**config.mk**
```make
export PLATFORM = sky130hd
export DESIGN_NAME = icache_prefetch
export DESIGN_NICKNAME = d
export VERILOG_FILES = /design/src/icache_prefetch.sv
export VERILOG_INCLUDE_DIRS = /design/src /design/src/include
export SDC_FILE = /design/constraint.sdc
export NUM_CORES = 1
export LEC_CHECK = 0
export BUFFER_PORTS_ARGS = -buffer_cell sky130_fd_sc_hd__clkbuf_2
export CORE_MARGIN = 1
export CORE_UTILIZATION = 51
export DETAILED_ROUTE_END_ITERATION = 7
export GPL_TIMING_DRIVEN = 0
export PLACE_DENSITY_LB_ADDON = 0.2
export REMOVE_ABC_BUFFERS = 1
export SETUP_SLACK_MARGIN = 0.3
export SLEW_MARGIN = 20
export SYNTH_ARGS = -nofsm -noshare
export SYNTH_HDL_FRONTEND = slang
export SYNTH_SLANG_ARGS = --single-unit
```
**constraint.sdc**
```tcl
create_clock -name clock -period 3.25 [get_ports clock]
set_clock_uncertainty 0.15 [all_clocks]
set_input_delay 0.65 -clock clock [delete_from_list [all_inputs] [get_ports clock]]
set_output_delay 0.65 -clock clock [all_outputs]
set_load 0.01 [all_outputs]
```
**src/include/icache_settings.svh**
```systemverilog
`ifndef ICACHE_SETTINGS_SVH
`define ICACHE_SETTINGS_SVH

// fetch address and block geometry
`define ICACHE_ADDR_BITS 64
`define ICACHE_BLOCK_BITS 64
`define ICACHE_OFFSET_BITS 3

// direct mapped, one block per line
`define ICACHE_INDEX_BITS 5
`define ICACHE_LINES (1 << `ICACHE_INDEX_BITS)
`define ICACHE_TAG_BITS (`ICACHE_ADDR_BITS - `ICACHE_INDEX_BITS - `ICACHE_OFFSET_BITS)

// memory transaction tag, zero means no transaction
`define ICACHE_MEM_TAG_BITS 4

// max prefetch loads in flight, a demand load may add one more
`define ICACHE_PREFETCH_CREDITS 8

`endif
```
**src/icache_prefetch.sv**
```systemverilog
`include "icache_settings.svh"

module icache_prefetch (
	input logic clock,
	input logic reset,
	input logic mispredict,
	input logic [`ICACHE_ADDR_BITS-1:0] target,
	input logic pref_accepted,
	input logic pref_skip,
	input logic mem_accepted,
	input logic tag_returned,
	output logic [`ICACHE_ADDR_BITS-1:0] pref_addr,
	output logic pref_enable
);

	// room for credits plus the one extra demand load
	localparam int COUNT_BITS = $clog2(`ICACHE_PREFETCH_CREDITS + 2);
	localparam logic [COUNT_BITS-1:0] CREDIT_LIMIT = COUNT_BITS'(`ICACHE_PREFETCH_CREDITS);
	localparam logic [`ICACHE_ADDR_BITS-1:0] BLOCK_STEP =
		`ICACHE_ADDR_BITS'(1) << `ICACHE_OFFSET_BITS;

	logic [`ICACHE_ADDR_BITS-1:0] stream_ptr;
	logic [`ICACHE_ADDR_BITS-1:0] target_block;
	logic [COUNT_BITS-1:0] in_flight;
	logic [COUNT_BITS-1:0] in_flight_next;
	logic active;

	assign target_block = {target[`ICACHE_ADDR_BITS-1:`ICACHE_OFFSET_BITS],
		{`ICACHE_OFFSET_BITS{1'b0}}};

	// one credit out per accept, one back per returning tag
	always_comb begin
		in_flight_next = in_flight;
		if (mem_accepted && !tag_returned) begin
			in_flight_next = in_flight + 1'b1;
		end else if (!mem_accepted && tag_returned && in_flight != '0) begin
			in_flight_next = in_flight - 1'b1;
		end
	end

	always_ff @(posedge clock) begin
		if (reset) begin
			in_flight <= '0;
			active <= 1'b0;
		end else begin
			in_flight <= in_flight_next;
			// enabled from the first cycle out of reset
			active <= 1'b1;
		end
	end

	// stream pointer walks block by block
	always_ff @(posedge clock) begin
		if (reset) begin
			stream_ptr <= '0;
		end else if (mispredict) begin
			stream_ptr <= target_block;
		end else if (pref_accepted || pref_skip) begin
			stream_ptr <= stream_ptr + BLOCK_STEP;
		end
	end

	assign pref_addr = stream_ptr;
	assign pref_enable = active && (in_flight < CREDIT_LIMIT);

endmodule

```
# --- Yosys cells after proc, flatten, opt, wreduce, memory -nomap -nowiden ---
# Index checks and enable logic that the tools add are counted.
word_totals:
  regBits: 69
  out_inout_bits: 65
  elab_cells: 24
op_classes:
  n_addsub: 3
  magnitude_cmp: 1
  mux: 5
  n_reduce_logical: 11
ops:
  columns: ["cell", "count"]
  rows:
  - ["$mux 64", 2]
  - ["$add 64x4->64 const B", 1]
  - ["$mux 4", 2]
  - ["$add 4x1->4 const B", 1]
  - ["$logic_and 1x1->1", 4]
  - ["$lt 4x4->1 const B", 1]
  - ["$reduce_bool 2->1", 2]
  - ["$reduce_bool 4->1", 1]
  - ["$sub 4x1->4 const B", 1]
  - ["$logic_not 1->1", 2]
  - ["$reduce_or 2->1", 1]
  - ["$logic_or 1x1->1", 1]
  - ["$mux 1", 1]

# --- Longest topological paths before layout ---
logic_depth:
  depth_word: 5
  ltp_mapped: 8
  mapped_depth_nobuf: 7

# --- Worst setup path before layout ---
# Ideal clock, no wire load.
synth_timing:
  path_type: "register to register"
  from: "reg stream_ptr[9], in the netlist pref_addr[9]"
  to: "reg stream_ptr[52], in the netlist pref_addr[52]"
  setup_time_ns: 0.112
  arrival_ns: 2.092
  t_required_ns: 2.988
  setup_slack_ns: 0.896
  stages_incl_launch_ff: 6
  path_cell_list: "dfxtp_1 -> nand4_2 -> or4_4 -> or2_4 -> or3_1 -> a2111oi_1"
synth_between:
  elab_chain_len: 3
synth_lines:
  columns: ["element", "line", "rtl"]
  rows:
  - ["start: declaration", "icache_prefetch.sv:22", "logic [`ICACHE_ADDR_BITS-1:0] stream_ptr;"]
  - ["start signal: assignment", "icache_prefetch.sv:57", "stream_ptr <= target_block;"]
  - ["start signal: assignment", "icache_prefetch.sv:59", "stream_ptr <= stream_ptr + BLOCK_STEP;"]
  - ["$add 64x4->64", "icache_prefetch.sv:59", null]
  - ["$mux 64", "icache_prefetch.sv:58", "end else if (pref_accepted || pref_skip) begin"]
  - ["$mux 64", "icache_prefetch.sv:56", "end else if (mispredict) begin"]
# Every way passes these cells. The select of a mux whose other input is x is not followed.
# A chain may end at the register's enable or synchronous reset.

# --- Worst setup path after layout ---
layout_timing:
  from: "reg stream_ptr[17], in the netlist pref_addr[17]"
  to: "reg stream_ptr[49], in the netlist pref_addr[49]"
# The elaborated chain is that of the path after synthesis.

==> impl_metrics.csv <==
group,metric,value,unit
power,power_frac_seq,49.3,%
power,pwr-share-clk,34.0,%
synthesis,seq_area_frac_synth,33.4,%
timing,hold_viol_final,0,
global_route,track_usage,28.3,%
die,die-area,8100,µm²
timing,maxSlewViolCount,0,
timing,rsz0062_at_grt,"yes",
placement,place.gp.congestion,0.901,
synthesis,ys_warn_count,0,
clock_network,cts_tree,"built",
clock_network,cts_buffers,9,
timing,setup_viol,0,
power,power.density,406,nW/µm²
clock_network,clock-sinks,66,
power,p_sw,0.000571,W
power,internal_power,0.00138,W
clock_network,clockRootBuffer,"clkbuf_8",
flow_run,maxCapViolations,0,
route,vias,4241,
placement,dpl_cell_area,4600,µm²
timing,slew_headroom,36.1,%
placement,port_buffers,129,
timing,fin_crit_sh,86.7,%
synthesis,synth-seq-cells,66,
power,leakagePower,1.88,nW
route,via_per_inst,6.02,
synthesis,synth.avg_cell_area,8.11,µm²
clock_network,clk_pin_slew,0.07,ns
synthesis,synth_edf_count,0,
synthesis,ys_top_cells_by_area,"dfxtp_1 33%, nor2_1 6.6%, xor2_1 5.8%",
die,start_util,53.6,%
route,routed_wl,11300,µm
route,drc_errors,0,
clock_network,hold_buffers,0,
route,antenna_left,0,
power,ir_drop,0.186,mV
layout,fin_nets,675,
power,switching_share,29.3,%
route,dr.first_iter.drc_count,242,
synthesis,ys.flop_type,"dfxtp_1",
synthesis,synth.distinct_cells,56,
layout,areaGrowthSynthToFinish,21.4,%
power,power_frac_comb,16.7,%
global_route,grt_pass1_vias,3859,
route,wl_per_cell,16.1,µm
worst_setup_path,arrival,2.87,ns
route,firstDrtPassIters,4,
placement,hpwl,7940,µm
clock_network,h-tree-depth,3,
die,core.rowCount,31,
worst_setup_path,start_kind,"flop",
die,io_pins,136,
timing,fin_crit,2.82,ns
die,die_h,90.0,µm
timing,fin_setup_tns,0,ns
global_route,overflow,0,
min_path,hp-class,"flop to flop",
global_route,antenna_found_initial,0,
global_route,grt_max_degree,91,
layout,n_antenna_cell,0,
synthesis,synth_area,3950,µm²
timing,max_freq,355,MHz
worst_setup_path,cp-end-kind,"flop",
layout,drive_gt1_share,26.3,%
die,die_w,90.0,µm
synthesis,synthArstFlopShare,0,%
clock_network,clock_latency,0.34,ns
die,core,7370,µm²
synthesis,yosys.area.top_type,"dfxtp_1",
timing,tightest_slew,0.946,ns
worst_setup_path,required,3.30,ns
layout,post-route-cell-area,4800,µm²
global_route,grt_pass1_wl,18800,µm
clock_network,clockBufferDepth,2,
worst_setup_path,crit_type,"flop to flop",
synthesis,syn_inst,487,
synthesis,synth_top_area_share,33.4,%
worst_setup_path,path_max_fanout,8,
run_status,status,"complete, no violations",
layout,final_util,65.1,%
metal layers:
metal / routed length, µm / part of all wire, % / GRT usage, % / vias up
met5: 0 / 0 / 0 / -
met4: 175 / 1.5 / 9.54 / 0
met3: 786 / 6.9 / 5.58 / 23
met2: 5370 / 47 / 45.5 / 175
met1: 5000 / 44 / 37.9 / 1979
li1: - / - / - / 2064
power groups by stage:
stage                     registers, W  logic [W]  clock network, W
after global placement        0.000973   0.000316                 0
after detailed placement      0.000977   0.000325                 0
after CTS                     0.000959   0.000328          0.000667
after global routing          0.000972   0.000362          0.000709
after floorplan               0.000980   0.000160                 0
final                         0.000961   0.000326          0.000662
through the flow:
stage	total power, W	setup slack (ns)	hold slack, ns	instances
after CTS	0.00195	0.430	0.370	702
final	0.00195	0.434	0.362	704
after detailed placement	0.00130	0.353	0.367	686
after global routing	0.00204	0.294	0.369	704
after global placement	0.00129	0.0897	0.340	686
after floorplan	0.00114	0.861	0.334	458
critical path, cell delays in order, from the launching register on:
cell       delay, ns
dfxtp_1         0.45
nand4_1         0.31
nor4_2          0.82
nand3_1         0.31
o21a_1          0.25
a2111oi_0       0.38
worst paths after layout:
path                  from             to  cells after the start  slack (ns)
max reg2reg  pref_addr[17]  pref_addr[49]                      5        0.43
min reg2reg  pref_addr[63]  pref_addr[63]                      2        0.36
max          pref_addr[17]  pref_addr[49]                      5        0.43
min          pref_addr[63]  pref_addr[63]                      2        0.36
cells by family after synthesis:
kind of cell / share of synthesized area, %
compound gates: 16.2
xor+xnor: 8.20
fa+ha+maj: 1.46
buf+inv: 4.21
flops: 33.4
mux: 2.28
other cells: 0.0949
simple gates: 34.1
synth_stat cells, types with 5 or more instances:
| master | n |
|---|---|
| a211oi_1 | 26 |
| a21oi_1 | 9 |
| a311oi_1 | 14 |
| and2_1 | 6 |
| and3_1 | 7 |
| and4_1 | 10 |
| clkbuf_1 | 21 |
| dfxtp_1 | 66 |
| inv_1 | 7 |
| mux2i_1 | 9 |
| nand2_1 | 27 |
| nand3_1 | 34 |
| nand4_1 | 32 |
| nor2_1 | 70 |
| nor2b_1 | 5 |
| nor3_1 | 10 |
| nor4_1 | 7 |
| o21ai_0 | 5 |
| o31ai_1 | 9 |
| or4_1 | 12 |
| xnor2_1 | 11 |
| xor2_1 | 26 |
cell usage in the layout, fill, tap and decap left out, types with 10 or more instances in the layout:
master / n
nor3_1: 10
nand2_1: 27
nor2_1: 69
a211oi_1: 26
or4_1: 12
nand3_1: 34
xor2_1: 26
nand4_1: 32
xnor2_1: 11
clkbuf_2: 128
a311oi_1: 14
and4_1: 10
dfxtp_1: 66
sequential cells by signal (all words and copies together) (netlist names):
register and count:
pref_addr 61, in_flight 4, active 1
cell type report:
class                           instances  area (µm²)
Fill cell                             676        2570
Clock inverter                          3        40.0
Clock buffer                           13         139
Tap cell                               99         124
Sequential cell                        66        1320
Multi-Input combinational cell        383        2470
Timing Repair Buffer                  131         663
Inverter                                9        36.3
repair_timing:
| item | 4_1_cts | 5_1_grt |
|---|---|---|
| endpoints found under the setup margin | 0 | 10 |
| gates resized for setup | 0 | 1 |
| setup buffers | 0 | 2 |
Note: power is estimated with default switching activity, not from simulation.
