--- src/include/icache_settings.svh ---
`ifndef ICACHE_SETTINGS_SVH
`define ICACHE_SETTINGS_SVH

// fetch address and block geometry
`define ICACHE_ADDR_BITS 64
`define ICACHE_BLOCK_BITS 64
`define ICACHE_OFFSET_BITS 3

// direct mapped, one block per line
`define ICACHE_INDEX_BITS 5
`define ICACHE_LINES (1 << `ICACHE_INDEX_BITS)
`define ICACHE_TAG_BITS (`ICACHE_ADDR_BITS - `ICACHE_INDEX_BITS - `ICACHE_OFFSET_BITS)

// memory transaction tag, zero means no transaction
`define ICACHE_MEM_TAG_BITS 4

// max prefetch loads in flight, a demand load may add one more
`define ICACHE_PREFETCH_CREDITS 8

`endif
--- src/icache_pkg.sv ---
`include "icache_settings.svh"

package icache_pkg;

	// command on the memory bus and from the processor
	typedef enum logic [1:0] {
		BUS_NONE = 2'h0,
		BUS_LOAD = 2'h1
	} bus_command_t;

	typedef struct packed {
		logic [`ICACHE_ADDR_BITS-1:0] address;
		bus_command_t command;
	} fetch_req_t;

	typedef struct packed {
		logic [`ICACHE_BLOCK_BITS-1:0] data;
		logic valid;
	} fetch_resp_t;

	typedef struct packed {
		bus_command_t command;
		logic [`ICACHE_ADDR_BITS-1:0] address;
	} mem_req_t;

	// response is the accept tag, tag is the returning one
	typedef struct packed {
		logic [`ICACHE_MEM_TAG_BITS-1:0] response;
		logic [`ICACHE_MEM_TAG_BITS-1:0] tag;
		logic [`ICACHE_BLOCK_BITS-1:0] data;
	} mem_resp_t;

	typedef struct packed {
		logic [`ICACHE_INDEX_BITS-1:0] index;
		logic [`ICACHE_TAG_BITS-1:0] tag;
		logic enable;
	} line_lookup_t;

	typedef struct packed {
		logic hit;
		logic pending;
		logic [`ICACHE_BLOCK_BITS-1:0] data;
	} lookup_result_t;

endpackage

--- src/icache_controller.sv ---
`include "icache_settings.svh"

module icache_controller (
	input icache_pkg::fetch_req_t req,
	input logic mispredict,
	input logic [`ICACHE_ADDR_BITS-1:0] pref_addr,
	input logic pref_enable,
	input icache_pkg::lookup_result_t demand_result,
	input icache_pkg::lookup_result_t pref_result,
	input icache_pkg::mem_resp_t mem_in,
	output icache_pkg::line_lookup_t demand_lookup,
	output icache_pkg::line_lookup_t pref_lookup,
	output icache_pkg::mem_req_t mem_out,
	output icache_pkg::fetch_resp_t resp,
	output logic pref_accepted,
	output logic pref_skip,
	output logic mem_accepted,
	output logic [`ICACHE_INDEX_BITS-1:0] issue_index,
	output logic issue_valid,
	output logic [`ICACHE_MEM_TAG_BITS-1:0] issue_tag
);

	logic demand_miss;
	logic pref_wanted;
	logic send_demand;
	logic send_pref;

	// split an address into index and tag
	function automatic icache_pkg::line_lookup_t decode(
		input logic [`ICACHE_ADDR_BITS-1:0] addr,
		input logic enable
	);
		icache_pkg::line_lookup_t lookup;
		lookup.index = addr[`ICACHE_OFFSET_BITS +: `ICACHE_INDEX_BITS];
		lookup.tag = addr[`ICACHE_ADDR_BITS-1 -: `ICACHE_TAG_BITS];
		lookup.enable = enable;
		return lookup;
	endfunction

	function automatic logic [`ICACHE_ADDR_BITS-1:0] block_align(
		input logic [`ICACHE_ADDR_BITS-1:0] addr
	);
		return {addr[`ICACHE_ADDR_BITS-1:`ICACHE_OFFSET_BITS], {`ICACHE_OFFSET_BITS{1'b0}}};
	endfunction

	assign demand_lookup = decode(req.address, req.command == icache_pkg::BUS_LOAD);

	// the old stream is dropped while the pointer is redirected
	assign pref_lookup = decode(pref_addr, !mispredict);

	// a pending line is waited on, never requested twice
	assign demand_miss = demand_lookup.enable && !demand_result.hit && !demand_result.pending;
	assign pref_wanted = pref_enable && pref_lookup.enable
		&& !pref_result.hit && !pref_result.pending;

	// demand wins the bus over prefetch
	assign send_demand = demand_miss;
	assign send_pref = !demand_miss && pref_wanted;

	always_comb begin
		mem_out.command = icache_pkg::BUS_NONE;
		mem_out.address = '0;
		if (send_demand) begin
			mem_out.command = icache_pkg::BUS_LOAD;
			mem_out.address = block_align(req.address);
		end else if (send_pref) begin
			mem_out.command = icache_pkg::BUS_LOAD;
			mem_out.address = block_align(pref_addr);
		end
	end

	// nonzero response means memory took the load under that tag
	assign mem_accepted = (mem_out.command == icache_pkg::BUS_LOAD) && (mem_in.response != '0);
	assign pref_accepted = send_pref && mem_accepted;

	// block already here or on its way, so the stream moves on
	assign pref_skip = pref_lookup.enable && (pref_result.hit || pref_result.pending);

	// mark the line pending under the accept tag
	assign issue_valid = mem_accepted;
	assign issue_tag = mem_in.response;
	assign issue_index = send_demand ? demand_lookup.index : pref_lookup.index;

	// result straight from the demand lookup
	assign resp.data = demand_result.data;
	assign resp.valid = demand_result.hit && !mispredict;

endmodule

--- config.mk ---
export PLATFORM = sky130hd
export DESIGN_NAME = icache_controller
export DESIGN_NICKNAME = d
export VERILOG_FILES = /design/src/icache_pkg.sv /design/src/icache_controller.sv
export VERILOG_INCLUDE_DIRS = /design/src /design/src/include
export SDC_FILE = /design/constraint.sdc
export NUM_CORES = 1
export LEC_CHECK = 0
export BUFFER_PORTS_ARGS = -buffer_cell sky130_fd_sc_hd__buf_2
export CAP_MARGIN = 20
export CORE_AREA = 2 2 237 239
export DETAILED_ROUTE_END_ITERATION = 10
export DIE_AREA = 0 0 239 241
export SYNTH_ARGS = -nofsm -noshare
export SYNTH_HDL_FRONTEND = slang
export SYNTH_SLANG_ARGS = --single-unit
--- constraint.sdc ---
create_clock -name vclk -period 1.34
set_input_delay 0 -clock vclk [all_inputs]
set_output_delay 0 -clock vclk [all_outputs]
set_load 0.05 [all_outputs]
Word-level counts from Yosys, hierarchy flattened
Cells that the tools add are included.
{"block": "totals", "word_cells": 23, "input_bits": 336, "out_inout_bits": 268, "ff_bits": 0}
{"block": "classes", "n_reduce_logical": 18, "eq_ne": 2, "muxes": 3}
{"op": "$mux W65", "n": 2}
{"op": "$logic_and A1 B1 Y1", "n": 10}
{"op": "$logic_not A1 Y1", "n": 6}
{"op": "$mux W5", "n": 1}
{"op": "$eq A2 B1 Y1 const B", "n": 2}
{"op": "$reduce_bool A4 Y1", "n": 1}
{"op": "$logic_or A1 B1 Y1", "n": 1}

Logic depth before layout (Yosys ltp)
Gate-level depths: netlist of the first run.
{"block": "logic_depth", "word_depth": 10, "mapped_depth": 5, "ltp_nobuf": 3}

Least setup slack after synthesis of the first run
No wires, ideal clock.
{"block": "synth_timing", "path_kind": "input to output", "startpoint": "input port req[1] (netlist bit)", "endpoint": "output port mem_accepted", "t_arrival_ns": 1.982, "path_slack_ns": -0.642, "required_ns": 1.340, "path_buffers": 2, "stages": 4, "path_cell_list": "or4b_2 -> clkbuf_1 -> a21oi_1 -> buf_4"}
{"block": "synth_via", "elab_chain_len": 9}
{"element": "from (decl)", "line": "icache_controller.sv:4", "source": "input icache_pkg::fetch_req_t req,"}
{"element": "$eq A2 B1 Y1 (*)", "line": "icache_controller.sv:46", "source": "assign demand_lookup = decode(req.address, req.command == icache_pkg::BUS_LOAD);"}
{"element": "$logic_and A1 B1 Y1 (*) (2 in a row)", "line": "icache_controller.sv:52", "source": "assign demand_miss = demand_lookup.enable && !demand_result.hit && !demand_result.pending;"}
{"element": "$logic_not A1 Y1", "line": "icache_controller.sv:58", "source": "assign send_pref = !demand_miss && pref_wanted;"}
{"element": "$logic_and A1 B1 Y1", "line": "icache_controller.sv:58"}
{"element": "$mux W65", "line": "icache_controller.sv:66", "source": "end else if (send_pref) begin"}
{"element": "$mux W65 (*)", "line": "icache_controller.sv:63", "source": "if (send_demand) begin"}
{"element": "$eq A2 B1 Y1 (*)", "line": "icache_controller.sv:73", "source": "assign mem_accepted = (mem_out.command == icache_pkg::BUS_LOAD) && (mem_in.response != '0);"}
{"element": "$logic_and A1 B1 Y1 (*)", "line": "icache_controller.sv:73"}
{"element": "to (decl)", "line": "icache_controller.sv:17", "source": "output logic mem_accepted,"}
Every way passes the cells marked *; elsewhere a longest branch is shown, timed or not.

==> impl_metrics.tcl, run 1 <==
set metrics [dict create \
    ant_nets 0 \
    fillers 6434 \
    rows 86 \
    critPathArrivalTime_ps 1440 \
    clkPwrFrac_pct 0 \
    seq_area_frac_synth_pct 0 \
    hold_violations 0 \
    worst_slack_ps -98.1 \
    place_congestion 0.670 \
    multi_input_area_um2 800 \
    finalSetupViolCount 59 \
    antenna_found_initial 10 \
    dp_hpwl_um 12600 \
    p_total_uw 1880 \
    overflow 0 \
    syn_area_um2 2400 \
    nClkBuffers 0 \
    grt_pass1_vias 2173 \
    hold_ws_ps 0.0193 \
    final_nets 780 \
    wl_per_cell_um 12.1 \
    end_kind "output pin" \
    top_level_ports 604 \
    postLayoutCoreUtil_pct 7.36 \
    min_period_ps 1440 \
    initial_core_util_pct 4.37 \
    nFlopsAndLatches 0 \
    internal_power_uw 524 \
    yosysUniqueCellTypes 20 \
    min_period_over_period_pct 107 \
    grt_pass1_wl_um 16500 \
    via_per_inst 2.19 \
    dr.pass1.iters 4 \
    hold_class "in -> out" \
    track_usage_pct 4.16 \
    drtIter0Drc 89 \
    postRouteWirelength_um 13900 \
    rsz0062_at_grt "true" \
    worstSetupStartpoint "mispredict" \
    drc_errors 0 \
    layout-drive-gt1-share_pct 94.3 \
    ys_warn_count 0 \
    area_delta_synth_final_pct 68.5 \
    path_class "in -> out" \
    ir_drop_uv 143 \
    swShare_pct 72.1 \
    p_sw_uw 1360 \
    dieArea_um2 57600 \
    die_h_um 241 \
    syn_inst 299 \
    core_area_um2 54900 \
    synth.avg_cell_area_um2 8.01 \
    critPathLaunchType "input port" \
    seq_power_share_pct 0 \
    required_ps 1340 \
    p_comb_share_pct 100.0 \
    vias 2514 \
    postCtsSetupBuffers 0 \
    max_freq_mhz 695 \
    min-delay-start "demand_result[1]" \
    violations "negative setup slack" \
    grt_max_degree 39 \
    power.density_nw_per_um2 466 \
    maxCapViolations 0 \
    drv_slew 0 \
    outcome "finished, violations left" \
    die_w_um 239 \
    io_buffers 334 \
    cp_max_fo 38 \
    p_leak_uw 0.00192 \
    ff_latch_area_um2 0 \
]
[power by group through the flow]
stage | Clock, uW | Sequential (uW) | Combinational [uW]
3_3_place_gp | 0 | 0 | 1790
3_5_place_dp | 0 | 0 | 1790
4_1_cts | 0 | 0 | 1880
5_1_grt | 0 | 0 | 1960
6_report | 0.000411 | 0 | 1880
2_1_floorplan | 0 | 0 | 2000
[stage by stage]
step	instance area (um2)	setup slack [ps]	std cells	TNS [ps]
floorplan	2420	-142	302	-142
global placement	3630	-160	1146	-7650
detailed placement	3630	-178	1146	-8660
CTS	3980	-106	1146	-3840
global route	4030	-153	1146	-7030
finish	4040	-98.1	1150	-3030
[per-layer routing]
layer	GRT usage (%)	up-vias	part of all wire (%)
met4	0.720	12	1.4
met3	2.81	28	14
met2	6.45	245	45
met1	4.66	1108	39
li1	-	1121	-
met5	1.26	-	1.2
[kinds of logic after synthesis]
kind of cell / Yosys count / share of synthesized area [%]
compound gates: 62 / 25.7
buf+inv: 210 / 67.8
other cells: 1 / 0.157
simple gates: 26 / 6.37
[placed cells by master (no fill, tap or decap), types with 2 or more instances in the layout]
cell type,n
nand2_1,16
buf_2,265
buf_4,12
buf_12,12
buf_6,55
conb_1,4
a22o_2,61
buf_8,4
nor2_1,2
diode_2,4
[worst max-delay path, stage by stage]
cell	delay (ps)
buf_2	100
or4b_4	550
nor2_4	160
buf_12	210
a22o_2	200
buf_12	140
[cell usage after synthesis, drive strengths merged]
master       number  share of area (%)
buf             201                 64
a22o             61                 25
nand2            16                2.5
clkbuf            7                3.3
nor2              3               0.78
or4b              2               0.99
a21oi             1               0.21
and2b             1               0.37
conb              1               0.16
dlygate4sd1       1               0.37
inv               1               0.16
nor2b             1               0.26
nor3              1               0.21
nor4              1               0.26
nor4b             1               0.99
[timing repair]
action	in CTS	in global routing
hold endpoints to repair	0	0
hold buffers	0	0
endpoints found under the setup margin	67	69
gates resized for setup	113	14
[path summary, 6_finish.rpt]
path,endpoint,slack [ps],cells past startpoint
worst min-delay path,resp[2],0.02,0
worst max-delay path,mem_out[5],-100,6
[final cells by class]
type | count | share of cell area (%)
inverter | 1 | 0.0930
timing repair buffer | 349 | 58.0
antenna | 4 | 0.248
multi-input combinational | 92 | 19.8
tap | 704 | 21.8
No activity file was read; power rests on OpenSTA's default activity.
==> run 2: changes to the inputs <==
--- a/config.mk
+++ b/config.mk
@@ -11,6 +11,7 @@
 export CORE_AREA = 2 2 237 239
 export DETAILED_ROUTE_END_ITERATION = 10
 export DIE_AREA = 0 0 239 241
+export PLACE_DENSITY_LB_ADDON = 0.05
 export SYNTH_ARGS = -nofsm -noshare
 export SYNTH_HDL_FRONTEND = slang
 export SYNTH_SLANG_ARGS = --single-unit
==> impl_metrics.tcl, run 2 (synthesis results as in run 1) <==
set metrics [dict create \
    outcome "finished, violations left" \
    violations "negative setup slack" \
    grt_pass1_vias 2484 \
    dp_hpwl_um 13600 \
    wl_per_cell_um 12.9 \
    finalSetupViolCount 60 \
    worstSetupStartpoint "pref_result[64]" \
    grt_max_degree 32 \
    cts_hold_buf 0 \
    antenna_found_initial 5 \
    min-delay-start "demand_result[42]" \
    core_area_um2 54900 \
    final_common_cell "buf_2" \
    p_total_uw 1910 \
    final_nets 785 \
    die_h_um 241 \
    path_delay_family "simple AND/OR/NAND/NOR gates" \
    path_class "in -> out" \
    max_stage_delay_ps 560 \
    design_area_um2 4120 \
    place_ws_ps -255 \
    track_usage_pct 4.44 \
    p_comb_share_pct 100.0 \
    internal_power_uw 536 \
    crit_chain "buf_6 -> or4b_4 -> nor2_4 -> buf_12 -> a22o_2 -> buf_6" \
    dieArea_um2 57600 \
    clkPwrFrac_pct 0 \
    area_delta_synth_final_pct 71.9 \
    stdcell_count 1154 \
    multi_input_area_um2 841 \
    grt_pass1_wl_um 18600 \
    rows 86 \
    vias 2481 \
    ir_drop_uv 118 \
    swShare_pct 72.0 \
    layout_common_cells "buf_2, a22o_2, buf_6" \
    cp_common_cell "buf_6" \
    place_area_um2 3540 \
    layout-drive-gt1-share_pct 94.4 \
    max_freq_mhz 695 \
    place_congestion 0.675 \
    dr.pass1.iters 4 \
    p_sw_uw 1380 \
    maxCapViolations 0 \
    critPathLaunchType "input port" \
    seq_power_share_pct 0 \
    critPathSlowestCell "or4b_4" \
    overflow 0 \
    die_w_um 239 \
    min_period_over_period_pct 107 \
    ant_nets 0 \
    postRouteWirelength_um 14900 \
    hold_class "in -> out" \
    io_buffers 334 \
    rsz0062_at_grt "true" \
    dp.cells 1149 \
    worstPathBufferInverterCount 3 \
    power.density_nw_per_um2 464 \
    nClkBuffers 0 \
    drtIter0Drc 63 \
    required_ps 1340 \
    worst_slack_ps -99.2 \
    top_level_ports 604 \
    drc_errors 0 \
    nFlopsAndLatches 0 \
    p_leak_uw 0.00198 \
    fillers 6464 \
    min_period_ps 1440 \
    end_kind "output pin" \
    initial_core_util_pct 4.37 \
    drv_slew 0 \
    critPathArrivalTime_ps 1440 \
    hold_ws_ps 0.0193 \
    hold_violations 0 \
    ff_latch_area_um2 0 \
    via_per_inst 2.15 \
    cp_max_fo 31 \
]
run 2: cell types whose count changed in the layout (fill, tap and decap cells not counted), moves of 2 or more:
cell	previous run	this run
buf_8	4	19
buf_12	12	4
a22o_2	61	56
a22o_4	0	5
buf_6	55	52
buf_4	12	14
run 2: stage by stage:
| step | util [%] | TNS (ps) |
|---|---|---|
| 2_1_floorplan | - | -142 |
| 3_3_place_gp | 6.46 | -13230 |
| 3_5_place_dp | 6.46 | -14240 |
| 4_1_cts | 7.33 | -6640 |
| 5_1_grt | 7.49 | -8400 |
| 6_report | 7.50 | -4350 |
run 2: metal layers:
layer  track usage [%]  routed length [um]
met5                 0                  12
met4            0.0758                  12
met3              2.83                2430
met2              8.00                7300
met1              4.59                5150
run 2: repair_timing:
item / in CTS / in global routing
pin swaps: 2 / 4
buffers inserted: 3 / 1
gates cloned: 0 / 0
setup endpoints to repair: 69 / 67
resized for setup: 140 / 28
run 2: final cells by class:
class / count / share of cell area [%]
multi-input combinational: 92 / 20.4
tap: 704 / 21.4
antenna: 3 / 0.182
inverter: 1 / 0.0912
timing repair buffer: 354 / 57.9
run 2: worst paths after layout:
check                      to  cells past startpoint
setup / recovery  mem_out[63]                      6
hold / removal       resp[43]                      0
run 2: power by group through the flow:
stage	Sequential, uW	Clock (uW)	Combinational, uW
finish	0	0.000300	1910
detailed placement	0	0	1800
global route	0	0	2000
CTS	0	0	1920
floorplan	0	0	2000
global placement	0	0	1830
